===== config.mk =====
export PLATFORM = sky130hd
export DESIGN_NAME = riscv_v_top
export DESIGN_NICKNAME = d
export VERILOG_FILES = /design/src/hw/riscv_pkg.sv /design/src/hw/riscv_v_pkg.sv /design/src/hw/riscv_v_decode_element.sv /design/src/hw/riscv_v_decode_stage.sv /design/src/hw/riscv_v_alu_stage.sv /design/src/hw/riscv_v_writeback_stage.sv /design/src/hw/riscv_v_top.sv
export SDC_FILE = /design/constraint.sdc
export NUM_CORES = 1
export LEC_CHECK = 0
export BUFFER_PORTS_ARGS = -buffer_cell sky130_fd_sc_hd__clkbuf_2
export CAP_MARGIN = 15
export CELL_PAD_IN_SITES_DETAIL_PLACEMENT = 0
export CELL_PAD_IN_SITES_GLOBAL_PLACEMENT = 1
export CORE_MARGIN = 4
export CORE_UTILIZATION = 50
export DETAILED_ROUTE_END_ITERATION = 10
export MAX_ROUTING_LAYER = met4
export PLACE_DENSITY_LB_ADDON = 0.1
export SLEW_MARGIN = 20
export SYNTH_ARGS = -nofsm -noshare
export SYNTH_HDL_FRONTEND = slang
export SYNTH_SLANG_ARGS = --single-unit

===== constraint.sdc =====
create_clock -name clk -period 67 [get_ports clk]
set_input_delay 3.35 -clock clk [delete_from_list [all_inputs] [get_ports clk]]
set_output_delay 3.35 -clock clk [all_outputs]
set_load 0.05 [all_outputs]

===== src/hw/riscv_pkg.sv =====
//====================
// Scalar-side vector types: vtype CSR layout,
// SEW encoding and the slice's operation codes
//====================
package riscv_pkg;

    // SEW field of vtype
    typedef logic [2:0] riscv_v_vsew_t;

    // SEW codes, 8 to 128 bits
    localparam riscv_v_vsew_t RISCV_V_VSEW_8   = 3'd0;
    localparam riscv_v_vsew_t RISCV_V_VSEW_16  = 3'd1;
    localparam riscv_v_vsew_t RISCV_V_VSEW_32  = 3'd2;
    localparam riscv_v_vsew_t RISCV_V_VSEW_64  = 3'd3;
    localparam riscv_v_vsew_t RISCV_V_VSEW_128 = 3'd4;

    // vtype CSR for XLEN 32, vill in the top bit
    typedef struct packed {
        logic          vill;
        logic [22:0]   reserved;
        logic          vma;
        logic          vta;
        riscv_v_vsew_t vsew;
        logic [2:0]    vlmul;
    } riscv_vtype_t;

    // Operations executed by the slice
    typedef enum logic [1:0] {
        RISCV_V_OP_ADD    = 2'd0,
        RISCV_V_OP_SUB    = 2'd1,
        RISCV_V_OP_CMP_EQ = 2'd2
    } riscv_v_op_e;

endpackage : riscv_pkg


===== src/hw/riscv_v_pkg.sv =====
//====================
// Vector-side constants and widths, the osize
// encoding and the pipeline stage structs
//====================
package riscv_v_pkg;

    localparam int RISCV_V_NUM_BYTES_DATA          = 16;
    localparam int RISCV_V_DATA_WIDTH              = 8 * RISCV_V_NUM_BYTES_DATA;
    localparam int RISCV_V_NUM_ELEMENTS_REG        = 16;
    localparam int RISCV_V_NUM_VALID_OSIZES        = 5;
    // Bytes holding a mask register result, one bit per element
    localparam int RISCV_V_NUM_BYTES_ALLOCATE_MASK = RISCV_V_NUM_ELEMENTS_REG / 8;

    typedef logic [RISCV_V_DATA_WIDTH-1:0]       riscv_v_data_t;
    typedef logic [RISCV_V_NUM_ELEMENTS_REG-1:0] riscv_v_mask_t;
    typedef logic [RISCV_V_NUM_BYTES_DATA-1:0]   riscv_v_valid_data_t;
    // Bit i links the carry of byte i into byte i+1
    typedef logic [RISCV_V_NUM_BYTES_DATA-1:0]   riscv_v_merge_data_t;
    // Holds 0 to 16
    typedef logic [4:0]                          riscv_v_vl_t;
    typedef logic [3:0]                          riscv_v_vstart_t;
    // One-hot, bit k set for 8 << k bit elements
    typedef logic [RISCV_V_NUM_VALID_OSIZES-1:0] osize_vector_t;

    typedef enum riscv_pkg::riscv_v_vsew_t {
        OSIZE_8   = riscv_pkg::RISCV_V_VSEW_8,
        OSIZE_16  = riscv_pkg::RISCV_V_VSEW_16,
        OSIZE_32  = riscv_pkg::RISCV_V_VSEW_32,
        OSIZE_64  = riscv_pkg::RISCV_V_VSEW_64,
        OSIZE_128 = riscv_pkg::RISCV_V_VSEW_128
    } riscv_v_osize_e;

    // Operand with its byte qualifiers
    typedef struct packed {
        riscv_v_data_t       data;
        riscv_v_valid_data_t valid;
        riscv_v_merge_data_t merge;
    } riscv_v_alu_data_t;

    // Complete operation from the issuing side
    typedef struct packed {
        riscv_pkg::riscv_v_op_e  op;
        riscv_pkg::riscv_vtype_t vtype;
        riscv_v_vl_t             vl;
        riscv_v_vstart_t         vstart;
        logic                    use_mask;
        riscv_v_mask_t           mask;
        riscv_v_data_t           vs1;
        riscv_v_data_t           vs2;
        riscv_v_data_t           vd_old;
    } riscv_v_issue_t;

    // Decode to ALU
    typedef struct packed {
        riscv_pkg::riscv_v_op_e op;
        riscv_v_alu_data_t      srca_alu;
        riscv_v_alu_data_t      srcb_alu;
        riscv_v_mask_t          mask_osize_sel;
        riscv_v_mask_t          mask_result_valid;
        riscv_v_mask_t          mask_merge_qual;
        riscv_v_data_t          vd_old;
        osize_vector_t          dst_osize_vector;
    } riscv_v_alu_in_t;

    // ALU to writeback, eq holds one equality bit per element
    typedef struct packed {
        riscv_pkg::riscv_v_op_e op;
        riscv_v_data_t          data;
        riscv_v_valid_data_t    valid;
        riscv_v_mask_t          eq;
        riscv_v_mask_t          mask_result_valid;
        riscv_v_mask_t          mask_merge_qual;
        riscv_v_data_t          vd_old;
    } riscv_v_wb_in_t;

    typedef struct packed {
        riscv_v_data_t data;
        logic          is_mask;
    } riscv_v_wb_t;

endpackage : riscv_v_pkg


===== src/hw/riscv_v_decode_element.sv =====
//====================
// Vector decode element: byte valid and merge bits,
// element mask selection and mask result qualifiers
//====================
`timescale 1ns/10ps

module riscv_v_decode_element (
    input  riscv_v_pkg::riscv_v_data_t       srca,
    input  riscv_v_pkg::riscv_v_data_t       srcb,
    input  riscv_pkg::riscv_vtype_t          vtype,
    input  riscv_v_pkg::riscv_v_vl_t         vl,
    input  riscv_v_pkg::riscv_v_vstart_t     vstart,
    input  logic                             is_mask,
    input  logic                             is_compare,
    input  logic                             use_mask,
    input  riscv_v_pkg::riscv_v_mask_t       mask,
    input  riscv_v_pkg::riscv_v_mask_t       mask_merge,
    output riscv_v_pkg::riscv_v_alu_data_t   srca_alu,
    output riscv_v_pkg::riscv_v_alu_data_t   srcb_alu,
    output riscv_v_pkg::riscv_v_mask_t       mask_osize_sel,
    output riscv_v_pkg::riscv_v_mask_t       mask_merge_qual,
    output riscv_v_pkg::riscv_v_mask_t       mask_result_valid,
    output riscv_v_pkg::osize_vector_t       dst_osize_vector,
    output riscv_v_pkg::osize_vector_t       is_greater_osize_vector,
    output riscv_v_pkg::osize_vector_t       is_less_osize_vector
);
    import riscv_pkg::*;
    import riscv_v_pkg::*;

    riscv_v_osize_e      dst_osize;
    // Element index inside [vstart, vl)
    riscv_v_mask_t       len_start_vec;
    riscv_v_valid_data_t valid_sel;
    riscv_v_valid_data_t mask_valid;
    riscv_v_valid_data_t is_mask_valid;
    riscv_v_merge_data_t merge_sel;

    assign dst_osize = riscv_v_osize_e'(vtype.vsew);

    // Reserved vsew codes leave the vector all zero
    assign dst_osize_vector = {
        dst_osize == OSIZE_128,
        dst_osize == OSIZE_64,
        dst_osize == OSIZE_32,
        dst_osize == OSIZE_16,
        dst_osize == OSIZE_8
    };

    // Bit k set when the element is at least 8 << k bits
    assign is_greater_osize_vector[0] = 1'b1;
    for (genvar k = 1; k < RISCV_V_NUM_VALID_OSIZES; k++) begin : gen_greater
        assign is_greater_osize_vector[k] = |dst_osize_vector[RISCV_V_NUM_VALID_OSIZES-1:k];
    end

    // Bit k set when the element is at most 8 << k bits
    assign is_less_osize_vector[RISCV_V_NUM_VALID_OSIZES-1] = 1'b1;
    for (genvar k = 0; k < RISCV_V_NUM_VALID_OSIZES - 1; k++) begin : gen_less
        assign is_less_osize_vector[k] = ~is_greater_osize_vector[k+1];
    end

    for (genvar e = 0; e < RISCV_V_NUM_ELEMENTS_REG; e++) begin : gen_elem
        // Largest osize that still holds element e in the register
        localparam int OSIZE_LIMIT = (RISCV_V_NUM_VALID_OSIZES - 1) - $clog2(e + 1);

        assign len_start_vec[e] = (vl > riscv_v_vl_t'(e)) & (vstart <= riscv_v_vstart_t'(e));

        // Compare results also need the mask bit and an element that exists
        assign mask_result_valid[e] = len_start_vec[e] &
            ~(is_compare & ((use_mask & ~mask[e]) | ~is_less_osize_vector[OSIZE_LIMIT]));
    end

    // Spread element state over the bytes of each element
    always_comb begin
        valid_sel      = '0;
        mask_osize_sel = '0;
        merge_sel      = '0;
        for (int k = 0; k < RISCV_V_NUM_VALID_OSIZES; k++) begin
            for (int b = 0; b < RISCV_V_NUM_BYTES_DATA; b++) begin
                if (dst_osize_vector[k]) begin
                    valid_sel[b]      = len_start_vec[b >> k];
                    mask_osize_sel[b] = mask[b >> k];
                    // Top byte of an element never passes its carry on
                    merge_sel[b]      = ((b + 1) % (1 << k)) != 0;
                end
            end
        end
    end

    assign mask_valid = {RISCV_V_NUM_BYTES_DATA{~use_mask}} | mask_osize_sel;

    // Mask destinations only write the low bytes
    assign is_mask_valid = {
        {(RISCV_V_NUM_BYTES_DATA - RISCV_V_NUM_BYTES_ALLOCATE_MASK){~is_mask}},
        {RISCV_V_NUM_BYTES_ALLOCATE_MASK{1'b1}}
    };

    assign srca_alu = '{
        data:  srca,
        valid: valid_sel & mask_valid & is_mask_valid,
        merge: merge_sel
    };

    assign srcb_alu = '{
        data:  srcb,
        valid: valid_sel & mask_valid,
        merge: merge_sel
    };

    // Old mask bits survive only where no result bit lands
    assign mask_merge_qual = mask_merge & {RISCV_V_NUM_ELEMENTS_REG{is_mask}} & ~mask_result_valid;

endmodule : riscv_v_decode_element


===== src/hw/riscv_v_decode_stage.sv =====
//====================
// Decode stage: decode element on the issued
// operation, registered into the ALU struct
//====================
`timescale 1ns/10ps

module riscv_v_decode_stage (
    input  logic                          clk,
    input  logic                          rst,
    input  logic                          issue_valid,
    input  riscv_v_pkg::riscv_v_issue_t   issue,
    output logic                          alu_valid,
    output riscv_v_pkg::riscv_v_alu_in_t  alu_in
);
    import riscv_pkg::*;
    import riscv_v_pkg::*;

    logic              is_cmp;
    riscv_v_alu_data_t srca_alu;
    riscv_v_alu_data_t srcb_alu;
    riscv_v_mask_t     mask_osize_sel;
    riscv_v_mask_t     mask_merge_qual;
    riscv_v_mask_t     mask_result_valid;
    osize_vector_t     dst_osize_vector;

    // Compare writes a mask register
    assign is_cmp = (issue.op == RISCV_V_OP_CMP_EQ);

    // srca is vs2 so that subtract gives vs2 - vs1
    riscv_v_decode_element riscv_v_decode_element_i (
        .srca                    (issue.vs2),
        .srcb                    (issue.vs1),
        .vtype                   (issue.vtype),
        .vl                      (issue.vl),
        .vstart                  (issue.vstart),
        .is_mask                 (is_cmp),
        .is_compare              (is_cmp),
        .use_mask                (issue.use_mask),
        .mask                    (issue.mask),
        .mask_merge              (issue.vd_old[RISCV_V_NUM_ELEMENTS_REG-1:0]),
        .srca_alu                (srca_alu),
        .srcb_alu                (srcb_alu),
        .mask_osize_sel          (mask_osize_sel),
        .mask_merge_qual         (mask_merge_qual),
        .mask_result_valid       (mask_result_valid),
        .dst_osize_vector        (dst_osize_vector),
        .is_greater_osize_vector (),
        .is_less_osize_vector    ()
    );

    always_ff @(posedge clk) begin
        if (rst) begin
            alu_valid <= 1'b0;
        end else begin
            alu_valid <= issue_valid;
        end
    end

    always_ff @(posedge clk) begin
        if (issue_valid) begin
            alu_in <= '{
                op:                issue.op,
                srca_alu:          srca_alu,
                srcb_alu:          srcb_alu,
                mask_osize_sel:    mask_osize_sel,
                mask_result_valid: mask_result_valid,
                mask_merge_qual:   mask_merge_qual,
                vd_old:            issue.vd_old,
                dst_osize_vector:  dst_osize_vector
            };
        end
    end

endmodule : riscv_v_decode_stage


===== src/hw/riscv_v_alu_stage.sv =====
//====================
// ALU stage: byte-lane add and subtract with
// merge-linked carries, element equality compare
//====================
`timescale 1ns/10ps

module riscv_v_alu_stage (
    input  logic                          clk,
    input  logic                          rst,
    input  logic                          alu_valid,
    input  riscv_v_pkg::riscv_v_alu_in_t  alu_in,
    output logic                          wb_in_valid,
    output riscv_v_pkg::riscv_v_wb_in_t   wb_in
);
    import riscv_pkg::*;
    import riscv_v_pkg::*;

    logic                            is_sub;
    riscv_v_data_t                   srcb_op;
    riscv_v_data_t                   sum;
    // Bit b set when byte b takes the carry of byte b-1
    riscv_v_merge_data_t             link_in;
    logic [RISCV_V_NUM_BYTES_DATA:0] carry;
    riscv_v_valid_data_t             carry_in;
    riscv_v_valid_data_t             byte_eq;
    riscv_v_mask_t                   eq_osize [RISCV_V_NUM_VALID_OSIZES];
    riscv_v_mask_t                   elem_eq;

    assign is_sub  = (alu_in.op == RISCV_V_OP_SUB);
    assign srcb_op = alu_in.srcb_alu.data ^ {RISCV_V_DATA_WIDTH{is_sub}};
    assign link_in = {alu_in.srca_alu.merge[RISCV_V_NUM_BYTES_DATA-2:0], 1'b0};

    // Subtract starts each element with a carry of one
    always_comb begin
        carry = '0;
        for (int b = 0; b < RISCV_V_NUM_BYTES_DATA; b++) begin
            carry_in[b] = link_in[b] ? carry[b] : is_sub;
            {carry[b+1], sum[b*8 +: 8]} = {1'b0, alu_in.srca_alu.data[b*8 +: 8]} +
                                          {1'b0, srcb_op[b*8 +: 8]} + 9'(carry_in[b]);
        end
    end

    for (genvar b = 0; b < RISCV_V_NUM_BYTES_DATA; b++) begin : gen_byte_eq
        assign byte_eq[b] = alu_in.srca_alu.data[b*8 +: 8] == alu_in.srcb_alu.data[b*8 +: 8];
    end

    // Element equality per width, upper elements absent for wide SEW
    for (genvar k = 0; k < RISCV_V_NUM_VALID_OSIZES; k++) begin : gen_eq_osize
        localparam int ELEM_BYTES = 1 << k;
        localparam int NUM_ELEMS  = RISCV_V_NUM_BYTES_DATA / ELEM_BYTES;

        for (genvar e = 0; e < NUM_ELEMS; e++) begin : gen_eq_elem
            assign eq_osize[k][e] = &byte_eq[e*ELEM_BYTES +: ELEM_BYTES];
        end
        if (NUM_ELEMS < RISCV_V_NUM_ELEMENTS_REG) begin : gen_eq_pad
            assign eq_osize[k][RISCV_V_NUM_ELEMENTS_REG-1:NUM_ELEMS] = '0;
        end
    end

    always_comb begin
        elem_eq = '0;
        for (int k = 0; k < RISCV_V_NUM_VALID_OSIZES; k++) begin
            elem_eq |= eq_osize[k] & {RISCV_V_NUM_ELEMENTS_REG{alu_in.dst_osize_vector[k]}};
        end
    end

    always_ff @(posedge clk) begin
        if (rst) begin
            wb_in_valid <= 1'b0;
        end else begin
            wb_in_valid <= alu_valid;
        end
    end

    always_ff @(posedge clk) begin
        if (alu_valid) begin
            wb_in <= '{
                op:                alu_in.op,
                data:              sum,
                valid:             alu_in.srca_alu.valid,
                eq:                elem_eq,
                mask_result_valid: alu_in.mask_result_valid,
                mask_merge_qual:   alu_in.mask_merge_qual,
                vd_old:            alu_in.vd_old
            };
        end
    end

endmodule : riscv_v_alu_stage


===== src/hw/riscv_v_writeback_stage.sv =====
//====================
// Writeback stage: byte merge into the old
// destination and mask register results
//====================
`timescale 1ns/10ps

module riscv_v_writeback_stage (
    input  logic                         clk,
    input  logic                         rst,
    input  logic                         wb_in_valid,
    input  riscv_v_pkg::riscv_v_wb_in_t  wb_in,
    output logic                         wb_valid,
    output riscv_v_pkg::riscv_v_wb_t     wb
);
    import riscv_pkg::*;
    import riscv_v_pkg::*;

    logic          is_cmp;
    riscv_v_data_t byte_merged;
    riscv_v_mask_t mask_bits;
    riscv_v_data_t result;

    assign is_cmp = (wb_in.op == RISCV_V_OP_CMP_EQ);

    // Inactive bytes keep the old destination
    always_comb begin
        for (int b = 0; b < RISCV_V_NUM_BYTES_DATA; b++) begin
            byte_merged[b*8 +: 8] = wb_in.valid[b] ? wb_in.data[b*8 +: 8]
                                                   : wb_in.vd_old[b*8 +: 8];
        end
    end

    // New bit where the result is valid, old bit where qualified, else zero
    assign mask_bits = (wb_in.eq & wb_in.mask_result_valid) |
                       (wb_in.vd_old[RISCV_V_NUM_ELEMENTS_REG-1:0] & wb_in.mask_merge_qual);

    assign result = is_cmp ?
        {wb_in.vd_old[RISCV_V_DATA_WIDTH-1:RISCV_V_NUM_ELEMENTS_REG], mask_bits} :
        byte_merged;

    always_ff @(posedge clk) begin
        if (rst) begin
            wb_valid <= 1'b0;
        end else begin
            wb_valid <= wb_in_valid;
        end
    end

    always_ff @(posedge clk) begin
        if (wb_in_valid) begin
            wb <= '{data: result, is_mask: is_cmp};
        end
    end

endmodule : riscv_v_writeback_stage


===== src/hw/riscv_v_top.sv =====
//====================
// Vector execution slice top: decode, ALU and
// writeback stages in a three cycle chain
//====================
`timescale 1ns/10ps

module riscv_v_top (
    input  logic                         clk,
    input  logic                         rst,
    input  logic                         issue_valid,
    input  riscv_v_pkg::riscv_v_issue_t  issue,
    output logic                         wb_valid,
    output riscv_v_pkg::riscv_v_wb_t     wb
);
    import riscv_v_pkg::*;

    logic            alu_valid;
    riscv_v_alu_in_t alu_in;
    logic            wb_in_valid;
    riscv_v_wb_in_t  wb_in;

    riscv_v_decode_stage riscv_v_decode_stage_i (
        .clk         (clk),
        .rst         (rst),
        .issue_valid (issue_valid),
        .issue       (issue),
        .alu_valid   (alu_valid),
        .alu_in      (alu_in)
    );

    riscv_v_alu_stage riscv_v_alu_stage_i (
        .clk         (clk),
        .rst         (rst),
        .alu_valid   (alu_valid),
        .alu_in      (alu_in),
        .wb_in_valid (wb_in_valid),
        .wb_in       (wb_in)
    );

    riscv_v_writeback_stage riscv_v_writeback_stage_i (
        .clk         (clk),
        .rst         (rst),
        .wb_in_valid (wb_in_valid),
        .wb_in       (wb_in),
        .wb_valid    (wb_valid),
        .wb          (wb)
    );

endmodule : riscv_v_top


==> flow_summary.rst, run 1 <==
.. list-table::
   :header-rows: 1

   * - Metric
     - Value
   * - Cell area after synthesis
     - 37,600 µm²
   * - Number of placement rows
     - 100
   * - Area fraction in compound gates after synthesis
     - 5.80%
   * - Proportion of synthesized flip-flops having asynchronous set or reset
     - 0%
   * - Number of H-tree branching levels
     - 3
   * - Mapped Nets
     - 2,973
   * - TritonCTS sink count
     - 896
   * - PortBufs
     - 547
   * - TritonCTS clock tree
     - yes
   * - Quantity of gates resized following cts
     - 0
   * - Count of boundary I/O pins
     - 577
   * - Critical path's most frequent cell
     - o21ai_0
   * - Main combinational cell family by area after synthesis
     - XOR/XNOR gates
   * - Hold Crit Class
     - reg2reg
   * - Clock transition at path regs
     - 60 ps
   * - Capturing point of the worst reg2reg path
     - riscv_v_alu_stage_i.wb_in[318]
   * - Die width
     - 282 µm
   * - Via count of the first global-routing pass
     - 21,900
   * - Logic pwr share
     - 13.2%
   * - Result of the run
     - finished clean
   * - Element type at the critical path end
     - register
   * - Endpoints failing setup
     - 0
   * - Data arrival time of the worst path
     - 34,440 ps
   * - Hold Startpoint
     - riscv_v_decode_stage_i.alu_in[123]
   * - 1st-iter DRT viols
     - 1,550
   * - Gate count after technology mapping
     - 2,384
   * - RSZ-0062 raised after global routing
     - false
   * - Cts hold-fix bufs
     - 0
   * - Signed area change from the synthesized netlist to the final layout
     - 18.6%
   * - Measured slew at the worst slew-check pin
     - 1070 ps
   * - Max-slew violations
     - 0
   * - Count of cell types in the netlist
     - 53
   * - Sequential share of the synthesized area
     - 71.5%
   * - Ratio of routed vias to standard cells
     - 5.21
   * - Final WL
     - 90,500 µm
   * - Layout cell share with drive strength beyond 1
     - 27.0%
   * - Mean area per synthesized cell
     - 15.8 µm²
   * - Number of CTS-inserted buffers
     - 96
   * - Count of flip-flops with a built-in enable after synthesis
     - 893
   * - Post CTS Setup Buffer Count
     - 0
   * - Average wire length per cell after detail routing
     - 22.2 µm
   * - Worst-case clock skew
     - 21.4 ps
   * - Crit path launch type
     - register
   * - Number of design rule violations left after detail routing
     - 0
   * - Die Ht
     - 282 µm
   * - Area fraction in and, or, nand and nor cells after synthesis
     - 4.46%
   * - XOR/XNOR share of the synthesized area
     - 7.57%
   * - Tightest slew margin relative to the limit
     - 28.5%
   * - Die area
     - 79,700 µm²
   * - Initial core utilization
     - 50.5%
   * - Crit path max fanout
     - 44
   * - Total global routing track utilization
     - 23.1%
   * - Maximum number of pins on one net before global-route repair
     - 172
   * - Dominant register cell in the synthesized netlist
     - edfxtp_1
   * - Worst slack at placement
     - 32,940 ps
   * - Hold Path End
     - riscv_v_alu_stage_i.wb_in[118]
   * - Flops & latches, synth
     - 896
   * - Worst reg2reg path startpoint
     - riscv_v_decode_stage_i.alu_in[502]
   * - Number of warnings issued by yosys
     - 0
   * - Number of hold violations in the final report
     - 0
   * - Crit share post-route
     - 50.8%
   * - Largest stage delay on the critical path
     - 770 ps
   * - Overflow left after global routing
     - 0
   * - Number of nets in the finished design
     - 3,589
   * - Final GP Congestion
     - 0.888
   * - Core outline area
     - 74,400 µm²
   * - Register share of total power
     - 50.5%
   * - Root buffer selected by CTS
     - clkbuf_16
   * - Final min period
     - 34,060 ps
   * - Maximum vdd ir drop
     - 20.6 µV
   * - Cell count of the worst reg-to-reg path
     - 142
   * - WP data required
     - 67,380 ps
   * - Cell with the biggest individual delay on the critical path
     - buf_4
   * - Worst Path Class, Setup
     - reg2reg
   * - Count of filler cells inserted in the layout
     - 5,772
   * - Clk pwr share
     - 36.3%
   * - Post-detailed-route count of antenna-violating nets
     - 0
   * - Via Count
     - 21,200
   * - Total negative slack for setup checks
     - 0 ps
   * - Worst hold path cell count
     - 0
   * - Multiplexer share of the synthesized area
     - 3.35%
   * - Switching share of total power
     - 24.1%
   * - Max capacitance violation total
     - 0
   * - Net switching component of the power
     - 0.000336 W
   * - Longest Clk Path Bufs
     - 3
   * - Clock Latency Late Sink
     - 640 ps
   * - DR pass1 iterations
     - 5
   * - Static Leakage
     - 16.8 nW
   * - Dpl hpwl
     - 65,300 µm
   * - Internal power consumption
     - 0.00106 W
   * - Number of antenna violations at the first check in global routing
     - 18
   * - Post-synthesis share of cell area spent on full adders, half adders and majority gates
     - 5.34%
   * - Final worst slack
     - 32,940 ps
   * - Register-to-register setup slack
     - 32,940 ps
   * - Max Clock Freq
     - 0.0294 GHz
   * - Pwr/cell area
     - 31.2 nW/µm²
   * - Wire length of the first global-routing pass
     - 132,000 µm
-- layout by cell type, fill, tap and decap left out, types with 13 or more instances in the layout --
master     count
clkbuf_16     97
nand2b_1      16
a31o_2        14
clkbuf_1      19
o21ai_0      116
ha_1         111
diode_2       19
xnor2_1      291
clkbuf_2     546
clkinv_1      32
a32oi_1       16
fa_1          31
nand2_1      121
a21oi_1      106
edfxtp_1     893
a21boi_0      27
and2_1        13
mux2_2       112
nor2b_1       27
a21o_1        21
inv_1        146
nand4_1       31
nor2_1       120
xor2_1        34
buf_4         14
-- logic make-up (layout without fill, tap and decap cells) --
| family | Yosys count | in the layout |
|---|---|---|
| xor+xnor | 325 | 325 |
| flops | 896 | 896 |
| other cells | 0 | 19 |
| compound gates | 353 | 353 |
| mux | 112 | 112 |
| fa+ha+maj | 142 | 142 |
| simple gates | 364 | 364 |
| buf+inv | 192 | 886 |
-- critical path, delay by kind of cell, from the launching register on --
family / cells / cell delay [ps]
simple gates: 18 / 2580
fa+ha+maj: 31 / 12440
buf+inv: 2 / 870
flops: 1 / 410
compound gates: 89 / 17030
xor+xnor: 2 / 290
-- sequential cells by signal, indices dropped and copies added (netlist names) --
signal                              cells
riscv_v_decode_stage_i.alu_in         442
riscv_v_alu_stage_i.wb_in             322
riscv_v_writeback_stage_i.wb          129
riscv_v_alu_stage_i.wb_in_valid         1
riscv_v_decode_stage_i.alu_valid        1
riscv_v_writeback_stage_i.wb_valid      1
-- worst max-delay path by stage --
stage / cells after the start / endpoint / startpoint / slack [ps]
after floorplan: 148 / riscv_v_alu_stage_i.wb_in[318] / riscv_v_decode_stage_i.alu_in[502] / 38330
after global placement: 142 / riscv_v_alu_stage_i.wb_in[318] / riscv_v_decode_stage_i.alu_in[502] / 33240
after detailed placement: 142 / riscv_v_alu_stage_i.wb_in[318] / riscv_v_decode_stage_i.alu_in[502] / 32940
after CTS: 142 / riscv_v_alu_stage_i.wb_in[318] / riscv_v_decode_stage_i.alu_in[502] / 32730
after global routing: 141 / riscv_v_alu_stage_i.wb_in[319] / riscv_v_decode_stage_i.alu_in[502] / 29630
final: 142 / riscv_v_alu_stage_i.wb_in[318] / riscv_v_decode_stage_i.alu_in[502] / 32940
-- per-stage QoR --
stage / cells / total power [W] / hold WS (ps) / instance area (µm²) / utilization, %
global placement: 3871 / 0.000895 / 401 / 41500 / 55.8
finish: 4066 / 0.00139 / 406 / 44600 / 59.9
global route: 4063 / 0.00146 / 416 / 44600 / 59.9
CTS: 4047 / 0.00141 / 409 / 44500 / 59.8
floorplan: 2384 / 0.000838 / 400 / 37600 / -
detailed placement: 3871 / 0.000900 / 405 / 41500 / 55.8
-- synth_stat cells (2+ instances only) --
cell | number | area share, %
a211o_1 | 2 | 0.047
a211oi_1 | 2 | 0.040
a21boi_0 | 27 | 0.54
a21o_1 | 21 | 0.42
a21oi_1 | 106 | 1.4
a221o_1 | 5 | 0.13
a221oi_1 | 4 | 0.093
a222oi_1 | 2 | 0.053
a31o_2 | 14 | 0.33
a31oi_1 | 5 | 0.083
a32oi_1 | 16 | 0.37
and2_1 | 13 | 0.22
and3_1 | 3 | 0.050
buf_1 | 7 | 0.070
buf_2 | 18 | 0.24
clkbuf_1 | 19 | 0.19
dfxtp_1 | 3 | 0.16
edfxtp_1 | 893 | 71
fa_1 | 31 | 1.7
ha_1 | 111 | 3.7
inv_1 | 146 | 1.5
mux2_2 | 112 | 3.4
nand2_1 | 121 | 1.2
nand2b_1 | 17 | 0.28
nand3_1 | 2 | 0.027
nand4_1 | 31 | 0.52
nor2_1 | 121 | 1.2
nor2b_1 | 29 | 0.48
nor3_1 | 12 | 0.16
nor3b_1 | 2 | 0.040
nor3b_2 | 2 | 0.067
nor4_1 | 5 | 0.083
o211ai_1 | 3 | 0.060
o21a_1 | 11 | 0.22
o21ai_0 | 116 | 1.5
o21bai_1 | 9 | 0.18
o221a_2 | 2 | 0.060
or2_2 | 3 | 0.050
xnor2_1 | 291 | 6.8
xor2_1 | 34 | 0.79
-- routing by layer --
layer  vias to the layer above  global-route usage, %  share of wire (%)
met5                         -                      -                  0
met4                         0                   7.69                3.0
met3                       146                   4.25                5.8
met2                       598                   38.1                 50
met1                     10400                   29.1                 41
li1                      10000                      -                  -
-- layout make-up --
class / count / area (µm²) / share of cell area (%)
Timing Repair Buffer: 563 / 2890 / 6.49
Antenna cell: 19 / 47.5 / 0.107
Clock buffer: 116 / 2500 / 5.60
Sequential cell: 896 / 26900 / 60.3
Tap cell: 969 / 1210 / 2.72
Multi-Input combinational cell: 1296 / 10000 / 22.4
Inverter: 147 / 552 / 1.24
Clock inverter: 60 / 494 / 1.11
-- power groups by stage --
| stage | Sequential, W | Combinational (W) | Clock (W) |
|---|---|---|---|
| 2_1_floorplan | 0.000719 | 0.000120 | 0 |
| 3_3_place_gp | 0.000714 | 0.000181 | 0 |
| 3_5_place_dp | 0.000716 | 0.000184 | 0 |
| 4_1_cts | 0.000705 | 0.000186 | 0.000518 |
| 5_1_grt | 0.000708 | 0.000207 | 0.000543 |
| 6_report | 0.000704 | 0.000184 | 0.000505 |
Note: power is estimated with default switching activity, not from simulation.
==> inputs of run 2 (changes only) <==
--- a/config.mk
+++ b/config.mk
@@ -10,7 +10,7 @@
 export CELL_PAD_IN_SITES_DETAIL_PLACEMENT = 0
 export CELL_PAD_IN_SITES_GLOBAL_PLACEMENT = 1
 export CORE_MARGIN = 4
-export CORE_UTILIZATION = 50
+export CORE_UTILIZATION = 43
 export DETAILED_ROUTE_END_ITERATION = 10
 export MAX_ROUTING_LAYER = met4
 export PLACE_DENSITY_LB_ADDON = 0.1
==> constraint.sdc (replaced) <==
create_clock -name clk -period 27.5 [get_ports clk]
set_input_delay 1.375 -clock clk [delete_from_list [all_inputs] [get_ports clk]]
set_output_delay 1.375 -clock clk [all_outputs]
set_load 0.05 [all_outputs]
==> run 2 against run 1 <==
  * The flow now finishes with violations (negative setup slack)
  * Critical path type unchanged
  * Power grew to 2.6 times the previous value
  * Register-to-register slack lost 34000 ps
  * Count of clock-buffer cells in the layout shrank 3
  * First-iteration DRC count grew 7.4%
  * Routed wire length grew 7.7%
  * Highest routed layer unchanged
==> flow_summary.rst, run 2 (synthesized netlist as in run 1, its figures left out) <==
.. list-table::
   :header-rows: 1

   * - Metric
     - Value
   * - Result of the run
     - finished, violations left (was finished clean)
   * - Violations in the final reports
     - negative setup slack
   * - Clock Latency Late Sink
     - 650 ps (was 640 ps)
   * - Crit path launch type
     - register (unchanged)
   * - Core outline area
     - 86,800 µm² (was 74,400 µm²)
   * - Post-placement cell count
     - 4,144 (was 3,871)
   * - Non-filler instance count after layout
     - 4,414 (was 4,066)
   * - Data arrival time of the worst path
     - 28,850 ps (was 34,440 ps)
   * - Count of boundary I/O pins
     - 577 (unchanged)
   * - Count of filler cells inserted in the layout
     - 7,304 (was 5,772)
   * - Crit share post-route
     - 104% (was 50.8%)
   * - Dpl hpwl
     - 70,200 µm (was 65,300 µm)
   * - Cell count of the worst reg-to-reg path
     - 168 (was 142)
   * - Initial core utilization
     - 43.3% (was 50.5%)
   * - Registers with the most flip-flops
     - riscv_v_decode_stage_i.alu_in x442, riscv_v_alu_stage_i.wb_in x322, riscv_v_writeback_stage_i.wb x129 (unchanged)
   * - Leading cell types in the layout, fill and taps excluded
     - edfxtp_1, clkbuf_2, xnor2_1, buf_4, inv_1 (was edfxtp_1, clkbuf_2, xnor2_1, inv_1, nand2_1)
   * - Element type at the critical path end
     - register (unchanged)
   * - Number of nets in the finished design
     - 3,751 (was 3,589)
   * - Worst hold path cell count
     - 0 (unchanged)
   * - Clock transition at path regs
     - 60 ps (about the same)
   * - 1st-iter DRT viols
     - 1,665 (was 1,550)
   * - Register with the highest flop count
     - riscv_v_decode_stage_i.alu_in (unchanged)
   * - Total negative slack for setup checks
     - -3680 ps (was 0 ps)
   * - Post-detailed-route count of antenna-violating nets
     - 0 (unchanged)
   * - Maximum vdd ir drop
     - 57.6 µV (was 20.6 µV)
   * - Final worst slack
     - -965 ps (was 32,940 ps)
   * - Ratio of routed vias to standard cells
     - 4.99 (was 5.21)
   * - Final WL
     - 97,500 µm (was 90,500 µm)
   * - Via Count
     - 22,000 (was 21,200)
   * - Maximum number of pins on one net before global-route repair
     - 138 (was 172)
   * - Most frequent standard cell in the layout excluding fill and tap cells
     - edfxtp_1 (unchanged)
   * - Measured slew at the worst slew-check pin
     - 1020 ps (was 1070 ps)
   * - Capturing point of the worst reg2reg path
     - riscv_v_alu_stage_i.wb_in[300] (was riscv_v_alu_stage_i.wb_in[318])
   * - Die Ht
     - 304 µm (was 282 µm)
   * - Launch point of the critical path
     - riscv_v_decode_stage_i.alu_in[502] (unchanged)
   * - TritonCTS sink count
     - 896 (unchanged)
   * - Crit path max fanout
     - 8 (was 44)
   * - Hold Crit Class
     - reg2reg (unchanged)
   * - Number of antenna violations at the first check in global routing
     - 20 (was 18)
   * - Number of flip-flops in the largest register
     - 442 (unchanged)
   * - Number of H-tree branching levels
     - 3 (unchanged)
   * - RSZ-0062 raised after global routing
     - true (was false)
   * - Signed area change from the synthesized netlist to the final layout
     - 23.9% (was 18.6%)
   * - Final GP Congestion
     - 0.838 (was 0.888)
   * - Root buffer selected by CTS
     - clkbuf_16 (unchanged)
   * - Max-slew violations
     - 0 (unchanged)
   * - Final min period
     - 28,460 ps (was 34,060 ps)
   * - Static Leakage
     - 17.8 nW (was 16.8 nW)
   * - Final Total Pwr
     - 0.00358 W (was 0.00139 W)
   * - Layout cell share with drive strength beyond 1
     - 33.7% (was 27.0%)
   * - Hold Startpoint
     - riscv_v_decode_stage_i.alu_in[8] (was riscv_v_decode_stage_i.alu_in[123])
   * - Worst Path Class, Setup
     - reg2reg (unchanged)
   * - Worst-case clock skew
     - 24.3 ps (was 21.4 ps)
   * - Pwr/cell area
     - 76.8 nW/µm² (was 31.2 nW/µm²)
   * - Hold slack final
     - 404 ps (was 406 ps)
   * - Die area
     - 92,200 µm² (was 79,700 µm²)
   * - Number of placement rows
     - 108 (was 100)
   * - Endpoints failing setup
     - 8 (was 0)
   * - Tightest slew margin relative to the limit
     - 31.9% (was 28.5%)
   * - Number of design rule violations left after detail routing
     - 0 (unchanged)
   * - PortBufs
     - 547 (unchanged)
   * - Worst reg2reg path startpoint
     - riscv_v_decode_stage_i.alu_in[502] (unchanged)
   * - Longest Clk Path Bufs
     - 3 (unchanged)
   * - Via count of the first global-routing pass
     - 23,000 (was 21,900)
   * - Cell with the biggest individual delay on the critical path
     - fa_2 (was buf_4)
   * - Number of hold violations in the final report
     - 0 (unchanged)
   * - Max capacitance violation total
     - 0 (unchanged)
   * - Total global routing track utilization
     - 21.3% (was 23.1%)
   * - WP data required
     - 27,880 ps (was 67,380 ps)
   * - DR pass1 iterations
     - 5 (unchanged)
   * - Critical path's most frequent cell
     - buf_4 (was o21ai_0)
   * - Die width
     - 304 µm (was 282 µm)
   * - TritonCTS clock tree
     - yes (unchanged)
   * - Hold Path End
     - riscv_v_alu_stage_i.wb_in[3] (was riscv_v_alu_stage_i.wb_in[118])
   * - Register-to-register setup slack
     - -960 ps (was 32,940 ps)
   * - Overflow left after global routing
     - 0 (unchanged)
   * - Average wire length per cell after detail routing
     - 22.1 µm (was 22.2 µm)
   * - Cts hold-fix bufs
     - 0 (unchanged)
   * - Wire length of the first global-routing pass
     - 144,000 µm (was 132,000 µm)
   * - Max Clock Freq
     - 0.0351 GHz (was 0.0294 GHz)
   * - Largest stage delay on the critical path
     - 420 ps (was 770 ps)
   * - Number of CTS-inserted buffers
     - 97 (was 96)
[run 2: worst max-delay path by stage]
stage / end / slack [ps] / cells past startpoint
floorplan: riscv_v_alu_stage_i.wb_in[318] / 30 / 147
global placement: riscv_v_alu_stage_i.wb_in[318] / -2200 / 146
detailed placement: riscv_v_alu_stage_i.wb_in[318] / -2660 / 146
CTS: riscv_v_alu_stage_i.wb_in[300] / -600 / 168
global route: riscv_v_alu_stage_i.wb_in[300] / -2500 / 168
finish: riscv_v_alu_stage_i.wb_in[300] / -960 / 168
[run 2: metal layers]
metal | vias up | share of wire [%] | GRT usage [%]
li1 | 10300 | - | -
met1 | 10900 | 40 | 26.1
met2 | 625 | 50 | 35.6
met3 | 169 | 6.0 | 4.44
met4 | 0 | 3.5 | 7.31
met5 | - | 0 | -
[run 2: area by class of cell]
type | count | area [µm²] | area share, %
antenna | 23 | 57.6 | 0.124
clock buffer | 113 | 2570 | 5.52
clock inverter | 60 | 626 | 1.34
inverter | 147 | 552 | 1.18
multi-input combinational | 1296 | 10300 | 22.1
sequential | 896 | 26900 | 57.7
tap | 1155 | 1450 | 3.10
timing repair buffer | 724 | 4150 | 8.91
[run 2: through the flow]
stage          util [%]  setup WS [ps]  area (µm²)
2_1_floorplan         -           28.7       37600
3_3_place_gp       48.9          -2200       42400
3_5_place_dp       48.9          -2660       42400
4_1_cts            53.1           -601       46100
5_1_grt            53.7          -2500       46600
6_report           53.7           -965       46600
[run 2: power by group]
group	switching, W	internal (W)
Sequential	0.0000542	0.00166
Clock	0.000526	0.000787
Combinational	0.000283	0.000266
[run 2: critical path, delay by kind of cell, from the launching register on]
family | cells | cell delay (ps)
AOI/OAI and AO/OA | 79 | 11570
xor gates and xnor gates | 1 | 170
adders and majority gates | 27 | 9780
buffers and inverters | 44 | 4060
DFF | 1 | 380
and+or+nand+nor | 17 | 2110
[run 2: repair_timing]
| action | CTS | global route |
|---|---|---|
| pin swaps | 30 | 86 |
| buffers inserted | 51 | 26 |
| endpoints found under the setup margin | 16 | 17 |
| gates resized for setup | 44 | 92 |
